## src/rtl/amac_defs.svh

```systemverilog
`ifndef AMAC_DEFS_SVH
`define AMAC_DEFS_SVH

// Datapath widths
`define AMAC_OP_W   16
`define AMAC_PROD_W 32
`define AMAC_ACC_W  40
`define AMAC_CNT_W  16

// Register bus widths
`define AMAC_REG_AW 3
`define AMAC_REG_DW 32

`define AMAC_REG_MODE   3'd0
`define AMAC_REG_CTRL   3'd1
`define AMAC_REG_ACC_LO 3'd2
`define AMAC_REG_ACC_HI 3'd3
`define AMAC_REG_COUNT  3'd4

`endif

```

## src/rtl/amac_pkg.sv

```systemverilog
`default_nettype none

`include "amac_defs.svh"

package amac_pkg;

    typedef enum logic {
        MODE_EXACT  = 1'b0,
        MODE_APPROX = 1'b1
    } mult_mode_e;

    typedef struct packed {
        logic signed [`AMAC_OP_W-1:0] x;
        logic signed [`AMAC_OP_W-1:0] y;
    } sample_t;

    typedef struct packed {
        logic signed [`AMAC_PROD_W-1:0] value;
    } product_t;

    typedef struct packed {
        mult_mode_e mode;
    } cfg_t;

    typedef struct packed {
        logic [`AMAC_REG_AW-1:0] addr;
        logic [`AMAC_REG_DW-1:0] data;
    } reg_wr_t;

endpackage

`default_nettype wire

```

## src/rtl/approx_mult16.sv

```systemverilog
`timescale 1ns/1ps
`default_nettype none

module approx_mult16 (
    input  logic signed [15:0] x,
    input  logic signed [15:0] y,
    output logic        [31:0] z
);

    // Constant-one bits that sit above the first and last Baugh-Wooley rows
    localparam logic ROW0_MSB  = 1'b1;
    localparam logic ROW15_MSB = 1'b1;

    logic [15:0] pp [16];   // Row i holds y gated by x[i], weight i
    logic [20:0] corr [4];  // Correction vectors that stand in for rows 0 to 5

    always_comb begin
        for (int i = 0; i < 15; i++) begin
            pp[i][14:0] = y[14:0] & {15{x[i]}};
            pp[i][15]   = ~(y[15] & x[i]);
        end
        // The sign row is inverted the other way round
        pp[15][14:0] = ~(y[14:0] & {15{x[15]}});
        pp[15][15]   = y[15] & x[15];
    end

    // Sparse half-adder style terms taken from neighbouring low rows
    always_comb begin
        corr[0] = '0;
        corr[1] = '0;
        corr[2] = '0;
        corr[3] = '0;

        corr[0][0]  = pp[0][0];
        corr[0][2]  = pp[0][1] & pp[1][0];
        corr[0][3]  = pp[0][3] ^ pp[1][2];
        corr[0][6]  = pp[0][5] & pp[1][4];
        corr[0][7]  = pp[0][7] ^ pp[1][6];
        corr[0][8]  = pp[4][3] & pp[5][2];
        corr[0][9]  = pp[4][4] & pp[5][3];
        corr[0][11] = pp[0][11] ^ pp[1][10];
        corr[0][12] = pp[2][9] & pp[3][8];
        corr[0][13] = pp[4][9] ^ pp[5][8];
        corr[0][14] = pp[4][10] ^ pp[5][9];
        corr[0][16] = pp[1][15] ^ ROW0_MSB;    // Sum with the row 0 constant
        corr[0][17] = pp[1][15] & ROW0_MSB;    // Its carry
        corr[0][18] = pp[2][15] & pp[3][14];
        corr[0][19] = pp[4][14] & pp[5][13];
        corr[0][20] = pp[4][15] & pp[5][14];

        corr[1][7]  = pp[4][3] ^ pp[5][2];
        corr[1][12] = pp[4][7] & pp[5][6];
        corr[1][16] = pp[2][14] ^ pp[3][13];
        corr[1][17] = pp[2][15] | pp[3][14];
        corr[1][18] = pp[3][15];
        corr[1][19] = pp[4][15] ^ pp[5][14];
        corr[1][20] = pp[5][15];

        corr[2][17] = pp[2][15] ^ pp[3][14];
        corr[2][18] = pp[4][13] & pp[5][12];

        corr[3][17] = pp[4][13] ^ pp[5][12];
        corr[3][18] = pp[4][14] ^ pp[5][13];
    end

    // Rows 6 to 15 go in at full precision, the sum wraps at 32 bits
    always_comb begin
        z = 32'(corr[0]) + 32'(corr[1]) + 32'(corr[2]) + 32'(corr[3]);
        for (int i = 6; i < 15; i++) begin
            z = z + (32'(pp[i]) << i);
        end
        z = z + (32'({ROW15_MSB, pp[15]}) << 15);
    end

endmodule

`default_nettype wire

```

## src/rtl/mult_stage.sv

```systemverilog
`timescale 1ns/1ps
`default_nettype none

`include "amac_defs.svh"

module mult_stage (
    input  logic                clk,
    input  logic                rst_n,
    input  amac_pkg::cfg_t      cfg,
    input  logic                sample_valid,
    input  amac_pkg::sample_t   sample,
    output logic                prod_valid,
    output amac_pkg::product_t  prod
);

    import amac_pkg::*;

    logic        [`AMAC_PROD_W-1:0] approx_prod;
    logic signed [`AMAC_PROD_W-1:0] exact_prod;

    approx_mult16 approx_mult16_inst (
        .x (sample.x),
        .y (sample.y),
        .z (approx_prod)
    );

    assign exact_prod = sample.x * sample.y;

    always_ff @(posedge clk) begin
        if (!rst_n) begin
            prod_valid <= 1'b0;
        end else begin
            prod_valid <= sample_valid;
        end
    end

    always_ff @(posedge clk) begin
        if (sample_valid) begin
            prod.value <= (cfg.mode == MODE_APPROX) ? $signed(approx_prod) : exact_prod;
        end
    end

endmodule

`default_nettype wire

```

## src/rtl/mac_accum.sv

```systemverilog
`timescale 1ns/1ps
`default_nettype none

`include "amac_defs.svh"

module mac_accum (
    input  logic                    clk,
    input  logic                    rst_n,
    input  logic                    clear,
    input  logic                    prod_valid,
    input  amac_pkg::product_t      prod,
    output logic [`AMAC_ACC_W-1:0]  acc,
    output logic [`AMAC_CNT_W-1:0]  count
);

    import amac_pkg::*;

    logic signed [`AMAC_ACC_W-1:0] prod_ext;

    assign prod_ext = prod.value;  // Sign extension to the accumulator width

    always_ff @(posedge clk) begin
        if (!rst_n) begin
            acc   <= '0;
            count <= '0;
        end else if (clear) begin
            // A product arriving together with the clear is dropped
            acc   <= '0;
            count <= '0;
        end else if (prod_valid) begin
            acc   <= acc + prod_ext;  // Wraps modulo 2**40
            count <= count + 1'b1;
        end
    end

endmodule

`default_nettype wire

```

## src/rtl/amac_cfg_regs.sv

```systemverilog
`timescale 1ns/1ps
`default_nettype none

`include "amac_defs.svh"

module amac_cfg_regs (
    input  logic                     clk,
    input  logic                     rst_n,
    input  logic                     reg_wr_en,
    input  amac_pkg::reg_wr_t        reg_wr,
    input  logic                     reg_rd_en,
    input  logic [`AMAC_REG_AW-1:0]  reg_rd_addr,
    input  logic [`AMAC_ACC_W-1:0]   acc,
    input  logic [`AMAC_CNT_W-1:0]   count,
    output amac_pkg::cfg_t           cfg,
    output logic                     clear,
    output logic                     reg_rd_valid,
    output logic [`AMAC_REG_DW-1:0]  reg_rd_data
);

    import amac_pkg::*;

    localparam int HI_W = `AMAC_ACC_W - `AMAC_REG_DW;

    logic [`AMAC_REG_DW-1:0] rd_mux;

    always_ff @(posedge clk) begin
        if (!rst_n) begin
            cfg.mode <= MODE_EXACT;
            clear    <= 1'b0;
        end else begin
            clear <= reg_wr_en && (reg_wr.addr == `AMAC_REG_CTRL) && reg_wr.data[0];
            if (reg_wr_en && (reg_wr.addr == `AMAC_REG_MODE)) begin
                cfg.mode <= mult_mode_e'(reg_wr.data[0]);
            end
        end
    end

    always_comb begin
        rd_mux = '0;  // Unused addresses read as zero
        case (reg_rd_addr)
            `AMAC_REG_MODE:   rd_mux = {{(`AMAC_REG_DW-1){1'b0}}, cfg.mode};
            `AMAC_REG_ACC_LO: rd_mux = acc[`AMAC_REG_DW-1:0];
            `AMAC_REG_ACC_HI: rd_mux = {{(`AMAC_REG_DW-HI_W){acc[`AMAC_ACC_W-1]}},
                                        acc[`AMAC_ACC_W-1 -: HI_W]};
            `AMAC_REG_COUNT:  rd_mux = {{(`AMAC_REG_DW-`AMAC_CNT_W){1'b0}}, count};
            default:          rd_mux = '0;
        endcase
    end

    always_ff @(posedge clk) begin
        if (!rst_n) begin
            reg_rd_valid <= 1'b0;
        end else begin
            reg_rd_valid <= reg_rd_en;
        end
    end

    always_ff @(posedge clk) begin
        if (reg_rd_en) begin
            reg_rd_data <= rd_mux;
        end
    end

endmodule

`default_nettype wire

```

## src/rtl/amac_top.sv

```systemverilog
`timescale 1ns/1ps
`default_nettype none

`include "amac_defs.svh"

module amac_top (
    input  logic                     clk,
    input  logic                     rst_n,
    input  logic                     sample_valid,
    input  amac_pkg::sample_t        sample,
    input  logic                     reg_wr_en,
    input  amac_pkg::reg_wr_t        reg_wr,
    input  logic                     reg_rd_en,
    input  logic [`AMAC_REG_AW-1:0]  reg_rd_addr,
    output logic                     reg_rd_valid,
    output logic [`AMAC_REG_DW-1:0]  reg_rd_data,
    output logic                     prod_valid,
    output amac_pkg::product_t       prod
);

    import amac_pkg::*;

    cfg_t                   cfg;
    logic                   clear;
    logic [`AMAC_ACC_W-1:0] acc;
    logic [`AMAC_CNT_W-1:0] count;

    amac_cfg_regs amac_cfg_regs_inst (
        .clk          (clk),
        .rst_n        (rst_n),
        .reg_wr_en    (reg_wr_en),
        .reg_wr       (reg_wr),
        .reg_rd_en    (reg_rd_en),
        .reg_rd_addr  (reg_rd_addr),
        .acc          (acc),
        .count        (count),
        .cfg          (cfg),
        .clear        (clear),
        .reg_rd_valid (reg_rd_valid),
        .reg_rd_data  (reg_rd_data)
    );

    mult_stage mult_stage_inst (
        .clk          (clk),
        .rst_n        (rst_n),
        .cfg          (cfg),
        .sample_valid (sample_valid),
        .sample       (sample),
        .prod_valid   (prod_valid),
        .prod         (prod)
    );

    // The accumulator taps the same product that leaves the top level
    mac_accum mac_accum_inst (
        .clk        (clk),
        .rst_n      (rst_n),
        .clear      (clear),
        .prod_valid (prod_valid),
        .prod       (prod),
        .acc        (acc),
        .count      (count)
    );

endmodule

`default_nettype wire

```

## config.mk

```make
export PLATFORM = sky130hd
export DESIGN_NAME = amac_top
export DESIGN_NICKNAME = d
export VERILOG_FILES = /design/src/rtl/amac_pkg.sv /design/src/rtl/approx_mult16.sv /design/src/rtl/mult_stage.sv /design/src/rtl/mac_accum.sv /design/src/rtl/amac_cfg_regs.sv /design/src/rtl/amac_top.sv
export VERILOG_INCLUDE_DIRS = /design/src /design/src/rtl
export SDC_FILE = /design/constraint.sdc
export NUM_CORES = 1
export LEC_CHECK = 0
export CORE_MARGIN = 10
export CORE_UTILIZATION = 40
export DETAILED_ROUTE_END_ITERATION = 16
export DONT_BUFFER_PORTS = 1
export PLACE_DENSITY = 0.6
export SLEW_MARGIN = 10
export SYNTH_ARGS = -nofsm -noshare
export SYNTH_HDL_FRONTEND = slang
export SYNTH_HIERARCHICAL = 1
export SYNTH_SLANG_ARGS = --single-unit
```

## constraint.sdc

```tcl
create_clock -name clk -period 14.5 [get_ports clk]
set_input_delay 1.45 -clock clk [delete_from_list [all_inputs] [get_ports clk]]
set_output_delay 1.45 -clock clk [all_outputs]
set_load 0.03 [all_outputs]
```

==> run_results.csv <==
group,metric,value,unit
run_status,outcome,"complete, no violations",
setup_path,worst_ep_required_time,14730,ps
synthesis,synth_top_family_by_area,"adder cells",
cts,cts-resized-gates,0,
setup_path,worstPathArrival,9750,ps
cts,clockBufferDepth,2,
synthesis,synthXorXnorAreaFrac,4.34,%
cts,cts_sinks,124,
floorplanning,start_util,40.4,%
drt,wire_per_inst,18.7,um
synthesis,yosys.area_share.adder,44.2,%
final_layout,fillCellCount,5791,
floorplanning,core.rowCount,89,
sta,fmax,105,MHz
placed_design,dp_hpwl,47700,um
final_layout,stdcell_area,0.0249,mm^2
drt,route.vias.total,17700,
sta,fin_crit,9520,ps
sta,finalSetupTns,0,ps
sta,skew,8.31,ps
sta,period_share,65.7,%
cts,cts_hold_buf,0,
synthesis,ys_seq_area_share,13.1,%
floorplanning,dieArea,0.0697,mm^2
floorplanning,io-pin-count,141,
sta,relSlewSlack,24.9,%
min_path,worstHoldPathType,"flip-flop to flip-flop",
drt,drc,0,
setup_path,path_max_fanout,29,
cts,cts_tree,"yes",
sta,worst_slew_pin_slew,1130,ps
setup_path,cp_common_cell,"fa_1",
final_layout,seq_area,0.00313,mm^2
drt,vias_per_cell,5.33,
sta,finalHoldViolCount,0,
global_routing,antenna_found_initial,1,
synthesis,synth_mux_area_share,1.63,%
placed_design,io_buffers,0,
drt,drt_wl_total,61900,um
synthesis,syn_inst,2614,
synthesis,synth-simple-area-share,17.0,%
cts,cts-buffers-inserted,17,
cts,htreeDepth,4,
run,max_cap_violations,0,
synthesis,async_flop_share,0,%
global_routing,track_usage,18.2,%
floorplanning,die_width,264,um
synthesis,synth_most_common_cell,"inv_1",
global_routing,overflow,0,
final_layout,multi_input_area,0.0185,mm^2
global_routing,grt_pass1_wl,104000,um
synthesis,synth_seq_cells,124,
final_layout,final_nets,3211,
sta,setup_viol,0,
placed_design,placed_area,0.0243,mm^2
drt,drtPass1Iterations,5,
cts,cts_setup_buffers,0,
synthesis,yosys_warnings,6,
synthesis,ys_top_cells_by_count,"inv_1 (466), fa_1 (391), nand2_1 (313)",
synthesis,avgSynthCellArea,9.11,um^2
floorplanning,core-area,0.0590,mm^2
synthesis,yosysUniqueCellTypes,95,
floorplanning,die_h,264,um
final_layout,area_delta_synth_final,4.69,%
placed_design,gp_congestion,0.896,
synthesis,syn_area,0.0238,mm^2
drt,dr.first_iter.drc_count,1027,
setup_path,path_buf_inv,5,
final_layout,n_antenna_cell,0,
setup_path,critical_path.max_stage_delay,560,ps
cts,root_buffer,"clkbuf_16",
setup_path,cp-start-kind,"input pin",
setup_path,crit_path_end_kind,"flip-flop",
synthesis,synth_compound_gate_area_share,10.4,%
sta,slew_viol_final,0,
global_routing,grt_max_degree,49,
setup_path,worstSetupPathType,"input pin to flip-flop",
synthesis,synth_top_area_cell,"fa_1",
synthesis,synth_top_area_share,32.9,%
setup_path,path_delay_family,"adder cells",
global_routing,grt_pass1_vias,19200,
synthesis,synth_edf_count,64,
synthesis,synth-main-ff-cell,"edfxtp_1",
sta,holdWs,477,ps
drt,ant_nets,0,
cts,clk_latency,420,ps
synthesis,synth.area.top_cells,"fa_1 (33%), ha_1 (11%), edfxtp_1 (8.1%)",
final_layout,drive_above_1_share,3.30,%
final_layout,fin_util,42.3,%
cts,clk_pin_slew,60,ps
setup_path,crit_slowest_cell,"fa_1",
sta,rsz0062_at_grt,"no",
-- worst register-to-register path: cells and delay by family, from the launching register on --
kind                     cells  cell delay [ps]
flip-flops                   1              550
adder cells (fa/ha/maj)      2              710
XOR/XNOR                     1              170
AND/OR/NAND/NOR              1              110
AO/OA/AOI/OAI                7             1800
-- sequential cells by signal, summed over array words and instances, names as in the netlist --
| register | count |
|---|---|
| amac_cfg_regs_inst/cfg | 1 |
| amac_cfg_regs_inst/clear | 1 |
| amac_cfg_regs_inst/reg_rd_data | 32 |
| amac_cfg_regs_inst/reg_rd_valid | 1 |
| mac_accum_inst/acc | 40 |
| mac_accum_inst/count | 16 |
| mult_stage_inst/prod | 32 |
| mult_stage_inst/prod_valid | 1 |
-- through the flow --
step	setup WS, ps	std cells
floorplan	5120	2616
global placement	4610	3284
detailed placement	4610	3284
CTS	5030	3316
global route	4620	3316
finish	4980	3316
-- kinds of logic after synthesis --
family	Yosys count
AO/OA/AOI/OAI	353
XOR/XNOR	118
adder cells (fa/ha/maj)	606
buffers and inverters	573
flip-flops	124
multiplexers	38
other	1
AND/OR/NAND/NOR	801
-- cell usage in the layout, fill, tap and decap left out, types with 14 or more instances in the layout --
cell type / instances
inv_1: 466
nand2b_1: 29
nor3_1: 15
a31oi_1: 14
a211oi_1: 15
mux2i_1: 31
ha_1: 215
xnor2_1: 61
and2_1: 237
edfxtp_1: 64
a21oi_1: 89
nand2_1: 313
fa_1: 391
nand4_1: 19
nand3_1: 20
a21o_1: 51
dfxtp_1: 58
xor2_1: 57
nor2_1: 98
o21ai_1: 15
clkbuf_16: 17
o21ai_0: 68
-- layer usage --
layer	global-route usage (%)	wire length, um	vias up
met5	0	0	-
met4	3.63	952	0
met3	2.17	2570	55
met2	32.0	30900	344
met1	23.5	27500	9148
li1	-	-	8117
-- final timing paths --
| check | startpoint | slack, ps | to | cells past startpoint |
|---|---|---|---|---|
| worst max-delay path | sample[13] | 4980 | mult_stage_inst/prod[29]$_DFFE_PP_ | 29 |
| worst max register to register | mult_stage_inst/prod[0]$_DFFE_PP_ | 11040 | mac_accum_inst/acc[38]$_SDFFE_PP0P_ | 11 |
| worst min register to register | mac_accum_inst/acc[38]$_SDFFE_PP0P_ | 480 | mac_accum_inst/acc[38]$_SDFFE_PP0P_ | 2 |
| worst min-delay path | mac_accum_inst/acc[38]$_SDFFE_PP0P_ | 480 | mac_accum_inst/acc[38]$_SDFFE_PP0P_ | 2 |
-- cell type report --
type,instances,area share [%]
Multi-Input combinational cell,1919,74.1
Sequential cell,124,12.5
Inverter,466,7.01
Tap cell,773,3.88
Clock buffer,17,1.71
Clock inverter,15,0.692
Timing Repair Buffer,2,0.0602
Power is not shown: default switching activity piles up to over one toggle a cycle in this logic, so the estimate is an artifact.
